File: config.mk
export PLATFORM = sky130hd
export DESIGN_NAME = lcd_game_top
export DESIGN_NICKNAME = d
export VERILOG_FILES = /design/src/hdl/lcd_pkg.sv /design/src/hdl/lcd_game_top.sv /design/src/hdl/scene_state.sv /design/src/hdl/frame_sequencer.sv /design/src/hdl/lcd_bus_writer.sv
export VERILOG_INCLUDE_DIRS = /design/src /design/src/hdl
export SDC_FILE = /design/constraint.sdc
export NUM_CORES = 1
export LEC_CHECK = 0
export BUFFER_PORTS_ARGS = -buffer_cell sky130_fd_sc_hd__buf_2
export CAP_MARGIN = 30
export CELL_PAD_IN_SITES_DETAIL_PLACEMENT = 0
export CELL_PAD_IN_SITES_GLOBAL_PLACEMENT = 2
export CORE_AREA = 4 4 88 90
export DETAILED_ROUTE_END_ITERATION = 10
export DIE_AREA = 0 0 92 94
export GPL_TIMING_DRIVEN = 0
export HOLD_SLACK_MARGIN = 0.02
export PLACE_DENSITY_LB_ADDON = 0.3
export SLEW_MARGIN = 10
export SYNTH_ARGS = -nofsm -noshare
export SYNTH_HDL_FRONTEND = slang
export SYNTH_SLANG_ARGS = --single-unit
File: constraint.sdc
create_clock -name clk -period 2.58 [get_ports clk]
set_clock_uncertainty 0.1 [all_clocks]
set_input_delay 0.258 -clock clk [delete_from_list [all_inputs] [get_ports clk]]
set_output_delay 0.258 -clock clk [all_outputs]
set_load 0.005 [all_outputs]
File: src/hdl/lcd_game_params.svh
`ifndef LCD_GAME_PARAMS_SVH
`define LCD_GAME_PARAMS_SVH

// display geometry
`define LCD_DATA_W          8
`define LCD_COLS            16
`define LCD_COL_W           4

// DDRAM base address of each row
`define LCD_ROW_TOP_BASE    8'h00
`define LCD_ROW_BOT_BASE    8'h40

// HD44780 instruction codes
`define LCD_CMD_SET_ADDR    8'h80   // or'ed with the DDRAM address
`define LCD_CMD_CLEAR       8'h01
`define LCD_CMD_DISP_ON     8'h0C   // display on, cursor off, blink off
`define LCD_CMD_ENTRY       8'h06   // increment, no display shift

// character codes, the obstacle and the player live in CGRAM
`define GLYPH_OBJ           8'h00
`define GLYPH_CHAR          8'h06
`define GLYPH_BLANK         8'h20   // ascii space

// obstacle turns around here, and a hit is checked here
`define OBJ_HIT_COL         4'd1

`endif
File: src/hdl/lcd_pkg.sv
`default_nettype none

`include "lcd_game_params.svh"

package lcd_pkg;

    // one write on the LCD bus
    typedef struct packed {
        logic                   rs;     // 0 = instruction, 1 = data
        logic [`LCD_DATA_W-1:0] data;
    } lcd_req_t;

    // physical LCD pins, rw is tied to write on the board
    typedef struct packed {
        logic [`LCD_DATA_W-1:0] data;
        logic                   rs;
        logic                   en;
    } lcd_pins_t;

    typedef enum logic [1:0] {
        OP_INIT,    // power-up commands, then the character
        OP_CHAR,    // redraw the character in column 0
        OP_STEP     // move the obstacle one cell
    } scene_op_e;

    // row bits are 1 for the top row, 0 for the bottom row
    typedef struct packed {
        scene_op_e             op;
        logic                  char_row;
        logic                  obj_row;
        logic [`LCD_COL_W-1:0] obj_col;
        logic                  erase_row;
        logic [`LCD_COL_W-1:0] erase_col;
    } scene_cmd_t;

    typedef enum logic [1:0] {
        SEQ_IDLE,
        SEQ_RUN,    // stepping through the write list
        SEQ_DONE    // cmd_ack cycle
    } seq_state_e;

endpackage

`default_nettype wire

File: src/hdl/lcd_game_top.sv
`timescale 1ns/1ps
`default_nettype none

module lcd_game_top (
    input  wire logic         clk,
    input  wire logic         rst,
    input  wire logic         next,      // advance the obstacle one column
    input  wire logic         char_row,  // 1 = top row
    input  wire logic         obj_row,   // row used when the obstacle re-enters
    output lcd_pkg::lcd_pins_t lcd,
    output logic              ready,
    output logic              hit
);

    // scene commands
    lcd_pkg::scene_cmd_t cmd;
    logic                cmd_stb;
    logic                cmd_ack;

    // single LCD writes
    lcd_pkg::lcd_req_t   req;
    logic                req_stb;
    logic                req_ack;

    scene_state u_scene (
        .clk      (clk),
        .rst      (rst),
        .next     (next),
        .char_row (char_row),
        .obj_row  (obj_row),
        .cmd_ack  (cmd_ack),
        .cmd      (cmd),
        .cmd_stb  (cmd_stb),
        .ready    (ready),
        .hit      (hit)
    );

    frame_sequencer u_seq (
        .clk      (clk),
        .rst      (rst),
        .cmd      (cmd),
        .cmd_stb  (cmd_stb),
        .req_ack  (req_ack),
        .cmd_ack  (cmd_ack),
        .req      (req),
        .req_stb  (req_stb)
    );

    lcd_bus_writer u_writer (
        .clk      (clk),
        .rst      (rst),
        .req      (req),
        .req_stb  (req_stb),
        .req_ack  (req_ack),
        .lcd      (lcd)
    );

endmodule

`default_nettype wire

File: src/hdl/scene_state.sv
`timescale 1ns/1ps
`default_nettype none

`include "lcd_game_params.svh"

module scene_state (
    input  wire logic          clk,
    input  wire logic          rst,
    input  wire logic          next,
    input  wire logic          char_row,   // 1 = top
    input  wire logic          obj_row,    // row for the next re-entry
    input  wire logic          cmd_ack,
    output lcd_pkg::scene_cmd_t cmd,
    output logic               cmd_stb,
    output logic               ready,
    output logic               hit
);

    logic [`LCD_COL_W-1:0] obj_col;
    logic                  obj_row_q;
    logic                  char_row_q;

    logic [`LCD_COL_W-1:0] step_col;
    logic                  step_row;
    logic                  wrap;

    // obstacle position after one step
    always_comb begin
        wrap     = (obj_col == `OBJ_HIT_COL);
        step_col = wrap ? `LCD_COL_W'(`LCD_COLS - 1) : obj_col - 1'b1;
        step_row = wrap ? obj_row : obj_row_q;   // row is only sampled on re-entry
    end

    always_ff @(posedge clk or posedge rst) begin
        if (rst) begin
            // obstacle parked on the bottom row at the hit column,
            // so the first step wraps in at column 15
            obj_col       <= `OBJ_HIT_COL;
            obj_row_q     <= 1'b0;
            char_row_q    <= 1'b0;
            ready         <= 1'b0;
            hit           <= 1'b0;
            cmd_stb       <= 1'b1;      // power-up sequence goes out right away
            cmd.op        <= lcd_pkg::OP_INIT;
            cmd.char_row  <= 1'b0;
            cmd.obj_row   <= 1'b0;
            cmd.obj_col   <= `OBJ_HIT_COL;
            cmd.erase_row <= 1'b0;
            cmd.erase_col <= `OBJ_HIT_COL;
        end else if (cmd_stb) begin
            if (cmd_ack) begin
                cmd_stb <= 1'b0;
                ready   <= 1'b1;
            end
        end else if (ready) begin
            if (char_row != char_row_q) begin
                // a move beats a pending step
                char_row_q    <= char_row;
                hit           <= 1'b0;
                ready         <= 1'b0;
                cmd_stb       <= 1'b1;
                cmd.op        <= lcd_pkg::OP_CHAR;
                cmd.char_row  <= char_row;
                cmd.obj_row   <= obj_row_q;
                cmd.obj_col   <= obj_col;
                cmd.erase_row <= obj_row_q;
                cmd.erase_col <= obj_col;
            end else if (next) begin
                obj_col       <= step_col;
                obj_row_q     <= step_row;
                hit           <= (step_col == `OBJ_HIT_COL) && (step_row == char_row_q);
                ready         <= 1'b0;
                cmd_stb       <= 1'b1;
                cmd.op        <= lcd_pkg::OP_STEP;
                cmd.char_row  <= char_row_q;
                cmd.obj_row   <= step_row;
                cmd.obj_col   <= step_col;
                cmd.erase_row <= obj_row_q;   // old cell gets blanked
                cmd.erase_col <= obj_col;
            end
        end
    end

endmodule

`default_nettype wire

File: src/hdl/frame_sequencer.sv
`timescale 1ns/1ps
`default_nettype none

`include "lcd_game_params.svh"

module frame_sequencer (
    input  wire logic                clk,
    input  wire logic                rst,
    input  wire lcd_pkg::scene_cmd_t cmd,
    input  wire logic                cmd_stb,
    input  wire logic                req_ack,
    output logic                     cmd_ack,
    output lcd_pkg::lcd_req_t        req,
    output logic                     req_stb
);

    // write list positions, OP_CHAR enters the init list at CHAR_FIRST
    localparam logic [2:0] CHAR_FIRST = 3'd3;
    localparam logic [2:0] INIT_LAST  = 3'd6;
    localparam logic [2:0] STEP_LAST  = 3'd3;

    lcd_pkg::seq_state_e state;
    lcd_pkg::scene_cmd_t cmd_q;
    logic [2:0]          idx;
    logic [2:0]          last_idx;

    // set-address instruction for one cell
    function automatic logic [`LCD_DATA_W-1:0] cell_addr(
        input logic                  row,
        input logic [`LCD_COL_W-1:0] col
    );
        logic [`LCD_DATA_W-1:0] base;
        base = row ? `LCD_ROW_TOP_BASE : `LCD_ROW_BOT_BASE;
        return `LCD_CMD_SET_ADDR | base | `LCD_DATA_W'(col);
    endfunction

    assign last_idx = (cmd_q.op == lcd_pkg::OP_STEP) ? STEP_LAST : INIT_LAST;
    assign req_stb  = (state == lcd_pkg::SEQ_RUN);

    // current write, picked from the latched command and the index
    always_comb begin
        req.rs   = 1'b0;
        req.data = '0;
        if (cmd_q.op == lcd_pkg::OP_STEP) begin
            case (idx)
                3'd0: req.data = cell_addr(cmd_q.obj_row, cmd_q.obj_col);
                3'd1: begin
                    req.rs   = 1'b1;
                    req.data = `GLYPH_OBJ;
                end
                3'd2: req.data = cell_addr(cmd_q.erase_row, cmd_q.erase_col);
                default: begin
                    req.rs   = 1'b1;
                    req.data = `GLYPH_BLANK;
                end
            endcase
        end else begin
            case (idx)
                3'd0: req.data = `LCD_CMD_CLEAR;
                3'd1: req.data = `LCD_CMD_DISP_ON;
                3'd2: req.data = `LCD_CMD_ENTRY;
                3'd3: req.data = cell_addr(~cmd_q.char_row, '0);  // row without the character
                3'd4: begin
                    req.rs   = 1'b1;
                    req.data = `GLYPH_BLANK;
                end
                3'd5: req.data = cell_addr(cmd_q.char_row, '0);
                default: begin
                    req.rs   = 1'b1;
                    req.data = `GLYPH_CHAR;
                end
            endcase
        end
    end

    always_ff @(posedge clk) begin
        if (state == lcd_pkg::SEQ_IDLE && cmd_stb) begin
            cmd_q <= cmd;
        end
    end

    always_ff @(posedge clk or posedge rst) begin
        if (rst) begin
            state   <= lcd_pkg::SEQ_IDLE;
            idx     <= '0;
            cmd_ack <= 1'b0;
        end else begin
            case (state)
                lcd_pkg::SEQ_IDLE: begin
                    cmd_ack <= 1'b0;
                    if (cmd_stb) begin
                        idx   <= (cmd.op == lcd_pkg::OP_CHAR) ? CHAR_FIRST : 3'd0;
                        state <= lcd_pkg::SEQ_RUN;
                    end
                end
                lcd_pkg::SEQ_RUN: begin
                    // request is held until the writer acks it
                    if (req_ack) begin
                        if (idx == last_idx) begin
                            cmd_ack <= 1'b1;
                            state   <= lcd_pkg::SEQ_DONE;
                        end else begin
                            idx <= idx + 3'd1;
                        end
                    end
                end
                lcd_pkg::SEQ_DONE: begin
                    // master drops cmd_stb while we sit here
                    cmd_ack <= 1'b0;
                    idx     <= '0;
                    state   <= lcd_pkg::SEQ_IDLE;
                end
                default: begin
                    cmd_ack <= 1'b0;
                    state   <= lcd_pkg::SEQ_IDLE;
                end
            endcase
        end
    end

endmodule

`default_nettype wire

File: src/hdl/lcd_bus_writer.sv
`timescale 1ns/1ps
`default_nettype none

module lcd_bus_writer (
    input  wire logic             clk,
    input  wire logic             rst,
    input  wire lcd_pkg::lcd_req_t req,
    input  wire logic             req_stb,
    output logic                  req_ack,
    output lcd_pkg::lcd_pins_t    lcd
);

    typedef enum logic [1:0] {
        WR_IDLE,
        WR_PULSE,     // en is high
        WR_RELEASE    // en low again, ack to the master
    } wr_state_e;

    wr_state_e state;

    always_ff @(posedge clk or posedge rst) begin
        if (rst) begin
            state   <= WR_IDLE;
            lcd     <= '0;
            req_ack <= 1'b0;
        end else begin
            case (state)
                WR_IDLE: begin
                    req_ack <= 1'b0;
                    if (req_stb) begin
                        // data and rs are set up together with the rising en
                        lcd.data <= req.data;
                        lcd.rs   <= req.rs;
                        lcd.en   <= 1'b1;
                        state    <= WR_PULSE;
                    end
                end
                WR_PULSE: begin
                    lcd.en  <= 1'b0;  // falling edge latches the byte in the LCD
                    req_ack <= 1'b1;
                    state   <= WR_RELEASE;
                end
                WR_RELEASE: begin
                    // master moves to its next request during this cycle
                    req_ack <= 1'b0;
                    state   <= WR_IDLE;
                end
                default: begin
                    req_ack <= 1'b0;
                    lcd.en  <= 1'b0;
                    state   <= WR_IDLE;
                end
            endcase
        end
    end

endmodule

`default_nettype wire

==> metrics.md, run 1 <==
| Metric | Value |
|---|---|
| Synthesis-to-layout area growth | `12.8%` |
| CP max FO | `9` |
| Chip height | `94 um` |
| Yosys top cell by area | `dfrtp_1` |
| Leak pwr | `1.33 nW` |
| Synth cell types | `59` |
| Clk_lat worst skew | `0.31 ns` |
| Critical Path RT | `2.68 ns` |
| Antenna diodes | `0` |
| Hold_ws | `0.0930 ns` |
| Number of clock sinks | `53` |
| Worst hold path type | `input port to flop` |
| Count leader, synth | `dfrtp_1` |
| Multi-input gate area | `1090 sq um` |
| Largest net degree at the start of global routing | `25` |
| Synth Instances | `254` |
| Post-route DRC | `0` |
| Util after Layout | `42.0%` |
| Total Wirelength | `5150 um` |
| Yosys warning count | `0` |
| Top layer in use | `met4` |
| R2r startpoint | `u_scene.obj_col[0]` |
| Die area | `8650 sq um` |
| Metal2 WL | `2330 um` |
| Most frequent cells after synthesis | `36 x dfrtp_1, 30 x nand2_1, 20 x nor2_1` |
| Synth Flop Type | `dfrtp_1` |
| CTS tree | `yes` |
| Syn Nets | `273` |
| TritonCTS Buffers | `5` |
| Port Buffer Count | `15` |
| Average cell area after synthesis | `10.3 sq um` |
| Fillers | `751` |
| Worst hold path endpoint | `u_scene.char_row_q` |
| Comb pwr share | `42.1%` |
| Post-CTS resize count | `0` |
| Gp weighted congestion | `0.787` |
| Layout cells sized above 1 | `17.6%` |
| Total track usage | `13.5%` |
| CP Launch Type | `flop` |
| Grt total ovfl | `0` |
| Period utilisation layout | `77.1%` |
| Status | `complete, no violations` |
| Initial antenna violation count | `0` |
| Critical Path Source | `u_scene.obj_col[0]` |
| H-tree depth | `2` |
| CTS Root Buffer Type | `clkbuf_8` |
| Vias in the first global route | `1864` |
| DP HPWL | `3820 um` |
| Post-route ant nets | `0` |
| Switching power share of the total | `38.5%` |
| Fin Setup TNS | `0 ns` |
| Reg clk slew, reported paths | `0.10 ns` |
| Post-synth ARST share | `75.5%` |
| Wl on met1 | `2580 um` |
| EDFF count, synth | `13` |
| Post-Syn Area | `2630 sq um` |
| Initial DRC count | `77` |
| Row Count | `31` |
| Max_slew headroom | `61.3%` |
| Die Wd | `92 um` |
| First-pass GRT wire length | `9220 um` |
| Worst hold path cell count | `3` |
| Wirelength per Cell | `13.6 um` |
| Total power divided by cell area | `1220 nW/um^2` |
| DRT Pass-1 Iters | `4` |
| Initial Util | `37.2%` |
| Actual slew at the worst max-slew pin | `0.573 ns` |
| Max Fclk | `0.502 GHz` |
| Setup CP Type | `flop to flop` |
| Post-CTS setup buffers | `0` |
| Worst Hold Launch | `char_row` |
| Sequential cell area | `1400 sq um` |
| Final #Nets | `297` |
| Ranking of synthesized cells by area | `dfrtp_1 34%, edfxtp_1 15%, ha_1 6.7%` |
| Reg2Reg Depth | `5` |
| Register area share after synthesis | `53.2%` |
| Endpoint arrival time on the critical path | `2.09 ns` |
| Minimum clock period | `1.99 ns` |
| Internal power | `2.22 mW` |
| Max cap viols | `0` |
| Vias per inst | `4.90` |
| Sequential share of power | `43.1%` |
| IO Count | `17` |
| Core area | `7060 sq um` |
| Crit path capture type | `flop` |
| Final Setup Violations | `0` |
| Top cell type's share of synthesized area | `34.3%` |
| Register bit total from synthesis | `53` |
| Reg2reg setup slack | `0.59 ns` |
| R2r endpoint | `u_scene.obj_row_q` |
| Vias | `1853` |
| Fin. Hold Viols | `0` |
| Worst VDD drop | `417 uV` |
| Final max-slew violation count | `0` |
| Largest buffer count on any clock path | `2` |
| Routed wl met3 | `156 um` |
| RSZ-0062 raised after global routing | `no` |
| Clk pwr share | `14.8%` |
| Sw power | `1.39 mW` |
[worst max path at each step]
stage                              to  slack, ns  cells after the start
floorplan           u_scene.obj_row_q       0.71                      5
global placement       u_scene.cmd[7]       0.61                      8
detailed placement    u_writer.lcd[4]       0.60                      7
CTS                   u_writer.lcd[4]       0.59                      7
global route          u_writer.lcd[4]       0.34                      7
finish              u_scene.obj_row_q       0.59                      5
[logic make-up after synthesis]
family	synth area share (%)
AOI/OAI and AO/OA	18.3
adders and majority gates	6.67
buffers and inverters	5.43
DFF	53.2
muxes	1.24
other	0.143
and+or+nand+nor	15.0
[timing repair]
action                                  in CTS  in global routing
endpoints found under the setup margin       0                  0
hold buffers                                 1                  0
endpoints found under the hold margin       16                  0
[through the flow]
step	power (mW)	cells	area, sq um	setup slack (ns)
2_1_floorplan	2.68	254	2630	0.707
3_3_place_gp	3.09	368	2830	0.607
3_5_place_dp	3.11	369	2850	0.598
4_1_cts	3.65	378	2960	0.589
5_1_grt	3.95	378	2960	0.335
6_report	3.60	378	2960	0.590
[flip-flops by register name, summed over array words and instances (netlist names), 2 cells and up]
name and cells:
u_writer.lcd 9, u_seq.cmd_q 13, u_seq.idx 3, u_seq.state 2, u_scene.obj_col 4, u_writer.state 2, u_scene.cmd 13
[placed cells by master, fill, tap and decap left out, types with 2 or more instances in the layout]
cell,n
dfstp_2,4
nor3_1,3
a211oi_1,3
and3_2,2
buf_2,21
a21oi_1,17
nor2_1,20
buf_6,2
a31oi_1,6
nand3b_1,2
nand2b_1,4
edfxtp_1,13
nand3_1,5
nand2_1,30
nor2b_1,3
mux2_2,2
clkbuf_1,3
a22o_1,3
o31ai_1,3
nand4_1,2
dfrtp_1,36
o21ai_0,13
clkbuf_8,5
o22ai_1,2
o21ai_1,3
a21o_1,2
inv_1,18
ha_1,14
[worst max-delay path, stage by stage (launching register included)]
cell and delay (ns):
dfstp_2 0.60, ha_1 0.23, or3b_1 0.37, buf_6 0.15
nor2_1 0.09, mux2_2 0.34
[power groups by stage]
stage	combinational (mW)	clock, mW	sequential [mW]
3_5_place_dp	1.53	0	1.58
6_report	1.52	0.532	1.55
4_1_cts	1.54	0.555	1.56
2_1_floorplan	1.15	0	1.52
3_3_place_gp	1.52	0	1.57
5_1_grt	1.75	0.586	1.61
[cell type report]
cell class	count	area share [%]
well taps	99	4.18
flip-flops and latches	53	47.1
multi-input cells	170	36.7
inverters	19	2.41
repair buffers	17	3.55
plain buffers	12	2.41
clock inverters	2	0.465
clock buffers	6	3.17
[routing by layer]
metal	global-route usage [%]	vias up
li1	-	946
met1	18.1	876
met2	21.7	24
met3	2.72	7
met4	4.83	0
met5	0	-
Power figures use the tool's default switching activity.
==> run 2: changes to the inputs <==
CORE_AREA = 4 4 92 94   (was 4 4 88 90)
DIE_AREA = 0 0 96 98   (was 0 0 92 94)
clock period = 1.79 ns   (was 2.58 ns; I/O delays follow)
==> metrics.md, run 2 (synthesized netlist as in run 1, its figures left out) <==
| Metric | Value |
|---|---|
| R2r endpoint | `u_scene.hit` |
| Max Fclk | `0.541 GHz` |
| Total Wirelength | `5680 um` |
| R2r startpoint | `u_scene.obj_col[0]` |
| Total track usage | `13.0%` |
| Layout cells sized above 1 | `31.5%` |
| Die area | `9410 sq um` |
| Row Count | `32` |
| Initial Util | `34.3%` |
| Antenna diodes | `0` |
| Final max-slew violation count | `0` |
| Commonest non-fill, non-tap cell in the layout | `dfrtp_1` |
| Failing checks | `setup timing` |
| Total power divided by cell area | `1820 nW/um^2` |
| Worst VDD drop | `921 uV` |
| Number of clock sinks | `53` |
| DP HPWL | `3920 um` |
| Most frequent cells in the layout | `34 x dfrtp_1, 30 x nand2_1, 24 x buf_4` |
| Core area | `7650 sq um` |
| Reg2reg setup slack | `-0.06 ns` |
| Largest net degree at the start of global routing | `25` |
| Minimum clock period | `1.85 ns` |
| Max cap viols | `0` |
| Largest buffer count on any clock path | `2` |
| Critical Path Source | `u_scene.obj_col[0]` |
| TritonCTS Buffers | `5` |
| CP max FO | `8` |
| Vias in the first global route | `1889` |
| Fin. Hold Viols | `0` |
| Critical Path Sink | `u_scene.hit` |
| Initial antenna violation count | `0` |
| Final setup margin | `-0.0582 ns` |
| Placed instance area | `2870 sq um` |
| Fin Setup TNS | `-0.151 ns` |
| Chip height | `98 um` |
| RSZ-0062 raised after global routing | `yes` |
| Critical Path RT | `1.89 ns` |
| Reg clk slew, reported paths | `0.09 ns` |
| Vias | `1943` |
| H-tree depth | `2` |
| Max_slew headroom | `62.4%` |
| CTS tree | `yes` |
| Wirelength per Cell | `14.2 um` |
| Fillers | `744` |
| Period utilisation layout | `103%` |
| Reg2Reg Depth | `6` |
| Util after Layout | `42.9%` |
| First-pass GRT wire length | `9670 um` |
| Actual slew at the worst max-slew pin | `0.556 ns` |
| Leading registers by flop count | `u_scene.cmd x13, u_seq.cmd_q x13, u_writer.lcd x9` |
| Leak pwr | `1.45 nW` |
| Clk_lat worst skew | `0.30 ns` |
| DRT Pass-1 Iters | `4` |
| Post-route DRC | `0` |
| CTS Root Buffer Type | `clkbuf_8` |
| Design area | `3280 sq um` |
| Grt total ovfl | `0` |
| Endpoint arrival time on the critical path | `1.95 ns` |
| Final Setup Violations | `4` |
| Synthesis-to-layout area growth | `25.0%` |
| Post-route ant nets | `0` |
| Status | `complete, but fails checks` |
| Die Wd | `96 um` |
| Initial DRC count | `57` |
| Vias per inst | `4.86` |
| IO Count | `17` |
| Gp weighted congestion | `0.753` |
| Crit path capture type | `flop` |
| Setup CP Type | `flop to flop` |
| Port Buffer Count | `15` |
| Worst hold path type | `input port to flop` |
| Final #Nets | `316` |
| CP Launch Type | `flop` |
-- run 2: cell types whose count changed in the layout (fill, tap and decap cells not counted), sizes merged --
cell         before  now
buf              25   45
bufinv            0    1
clkbuf            9    8
clkinv            1    0
clkinvlp          0    1
dlygate4sd3       1    2
inv              20   18
-- run 2: worst max-delay path, cell delays in order, from the launching register on --
cell	delay, ns
dfstp_2	0.59
ha_4	0.14
or3b_1	0.35
buf_6	0.15
nand2_4	0.06
o311ai_4	0.07
a32o_2	0.27
-- run 2: power by group --
part / switching [mW] / internal [mW] / leakage, nW
registers: 0.331 / 1.90 / 0.624
clock network: 0.386 / 0.456 / 0.0585
logic: 1.51 / 1.38 / 0.769
total: 2.23 / 3.74 / 1.45
-- run 2: layout make-up --
class	count	area [sq um]	area share, %
Multi-Input combinational cell	170	1220	37.0
Buffer	8	65.1	1.98
Clock inverter	1	30.0	0.915
Timing Repair Buffer	40	284	8.65
Tap cell	102	128	3.89
Inverter	19	75.1	2.29
Sequential cell	53	1400	42.6
Clock buffer	7	86.3	2.63
-- run 2: what timing repair did --
item / in CTS / in global routing
pin swaps: 3 / 7
hold buffers: 2 / 0
endpoints found under the setup margin: 26 / 25
endpoints found under the hold margin: 17 / 0
buffers inserted: 7 / 15
resized for setup: 16 / 22
-- run 2: worst min path at each step --
| stage | startpoint | end | slack [ns] | depth (start not counted) |
|---|---|---|---|---|
| after floorplan | char_row | u_scene.char_row_q | 0.20 | 2 |
| after global placement | char_row | u_scene.char_row_q | 0.33 | 3 |
| after detailed placement | rst | u_writer.lcd[4] | 0.09 | 2 |
| after CTS | obj_row | u_scene.obj_row_q | 0.04 | 2 |
| after global routing | obj_row | u_scene.obj_row_q | 0.07 | 2 |
| final | obj_row | u_scene.obj_row_q | 0.08 | 2 |
-- run 2: metrics by stage --
step | hold WS (ns) | cells | total power [mW] | worst slack [ns]
final | 0.0771 | 400 | 5.98 | -0.0582
after global placement | 0.331 | 371 | 4.50 | -0.190
after global routing | 0.0664 | 400 | 6.49 | -0.111
after floorplan | 0.196 | 254 | 3.89 | -0.0187
after detailed placement | 0.0926 | 372 | 4.52 | -0.187
after CTS | 0.0434 | 388 | 5.63 | -0.0615
-- run 2: routing by layer --
layer	global-route usage [%]	vias up	routed length [um]
met5	0	-	0
met3	2.62	7	206
li1	-	989	-
met1	18.4	907	2780
met4	3.61	0	61
met2	20.0	40	2630
==> run 3: changes to the inputs <==
CORE_AREA = 4 4 96 98   (was 4 4 92 94)
DIE_AREA = 0 0 100 102   (was 0 0 96 98)
==> metrics.md, run 3 (synthesized netlist as in run 1, its figures left out) <==
| Metric | Value |
|---|---|
| Status | `complete, but fails checks` |
| Failing checks | `setup timing` |
| Core area | `8470 sq um` |
| Setup CP Type | `flop to flop` |
| Max Fclk | `0.535 GHz` |
| Total power divided by cell area | `1770 nW/um^2` |
| Wirelength per Cell | `14.0 um` |
| Final max-slew violation count | `0` |
| Minimum clock period | `1.87 ns` |
| Post-route DRC | `0` |
| Grt total ovfl | `0` |
| Critical Path Source | `u_scene.obj_col[0]` |
| Final Setup Violations | `2` |
| Number of clock sinks | `53` |
| R2r startpoint | `u_scene.obj_col[0]` |
| Post-route ant nets | `0` |
| Util after Layout | `38.0%` |
| First-pass GRT wire length | `9390 um` |
| Reg clk slew, reported paths | `0.10 ns` |
| Final #Nets | `310` |
| DP HPWL | `3940 um` |
| DRT Pass-1 Iters | `4` |
| Final setup margin | `-0.0779 ns` |
| Actual slew at the worst max-slew pin | `0.551 ns` |
| Chip height | `102 um` |
| TritonCTS Buffers | `5` |
| Layout cells sized above 1 | `29.5%` |
| CTS tree | `yes` |
| CP max FO | `5` |
| Leak pwr | `1.42 nW` |
| RSZ-0062 raised after global routing | `yes` |
| Initial antenna violation count | `0` |
| Die Wd | `100 um` |
| Endpoint arrival time on the critical path | `1.97 ns` |
| Placed Cells | `378` |
| H-tree depth | `2` |
| Vias in the first global route | `1892` |
| Worst VDD drop | `768 uV` |
| Leading registers by flop count | `u_scene.cmd x13, u_seq.cmd_q x13, u_writer.lcd x9` |
| Critical Path RT | `1.89 ns` |
| Commonest non-fill, non-tap cell in the layout | `dfrtp_1` |
| Period utilisation layout | `104%` |
| Max cap viols | `0` |
| CTS Root Buffer Type | `clkbuf_8` |
| Total Wirelength | `5620 um` |
| Layout Cells excl Fill | `400` |
| Fin. Hold Viols | `0` |
| Max_slew headroom | `62.8%` |
| Worst hold path type | `input port to flop` |
| Post-Place Setup Slack | `-0.201 ns` |
| Vias | `1896` |
| Initial Util | `31.0%` |
| Most frequent cells in the layout | `34 x dfrtp_1, 30 x nand2_1, 19 x nor2_1` |
| Largest net degree at the start of global routing | `27` |
| Worst Hold Launch | `obj_row` |
| IO Count | `17` |
| Vias per inst | `4.74` |
| Crit path capture type | `flop` |
| Total track usage | `11.7%` |
| Initial DRC count | `45` |
| Port Buffer Count | `15` |
| Die area | `10200 sq um` |
| Largest buffer count on any clock path | `2` |
| Pwr Total | `5.70 mW` |
| Clk_lat worst skew | `0.31 ns` |
| Antenna diodes | `0` |
| Gp weighted congestion | `0.702` |
| Row Count | `34` |
| Synthesis-to-layout area growth | `22.4%` |
| CP Launch Type | `flop` |
run 3: report_power, final:
part           switching [mW]  internal, mW  total [mW]  leakage (nW)
Clock                   0.396         0.351       0.746        0.0542
Sequential              0.323          1.90        2.22         0.624
Combinational            1.47          1.26        2.73         0.741
Total                    2.18          3.51        5.70          1.42
run 3: stage by stage:
step | TNS (ns) | cell area (sq um) | hold slack [ns]
floorplan | -0.0355 | 2650 | 0.196
global placement | -6.11 | 2860 | 0.330
detailed placement | -3.03 | 2880 | 0.0657
CTS | -0.137 | 3110 | 0.0486
global route | -0.273 | 3210 | 0.0719
finish | -0.153 | 3210 | 0.0785
run 3: final cells by class:
type	count	area, sq um
fill	845	5250
sequential	53	1400
multi-input combinational	170	1200
timing repair buffer	33	229
tap	108	135
clock buffer	7	96.3
buffer	9	76.3
inverter	19	71.3
clock inverter	1	5.00
run 3: layer usage:
metal  routed length (um)  GRT usage, %  part of all wire (%)  vias up
met2                 2600          18.9                    46       22
li1                     -             -                     -      976
met3                  210          3.48                   3.7        7
met5                    0             0                     0        -
met1                 2730          15.4                    49      891
met4                   75          2.80                   1.3        0
run 3: worst paths after layout:
path / end / slack (ns) / cells after the start
min in group asynchronous: u_writer.lcd[9] / 0.27 / 3
max in group asynchronous: u_scene.cmd_stb / 0.78 / 4
setup reg to reg: u_scene.obj_row_q / -0.08 / 5
hold / removal: u_scene.obj_row_q / 0.08 / 2
hold reg to reg: u_seq.cmd_q[10] / 0.35 / 0
setup / recovery: u_scene.obj_row_q / -0.08 / 5
run 3: critical path, stage by stage (launching register included):
cell and delay [ns]:
dfstp_2 0.59, ha_4 0.14, or3b_4 0.37, buf_6 0.15
nor2_4 0.10, mux2_4 0.29
run 3: timing repair:
action	4_1_cts	5_1_grt
buffers inserted	7	7
hold endpoints to repair	15	0
gates resized for setup	18	18
cloned	1	0
pin swaps	2	8
hold buffers	2	0
setup endpoints to repair	27	25
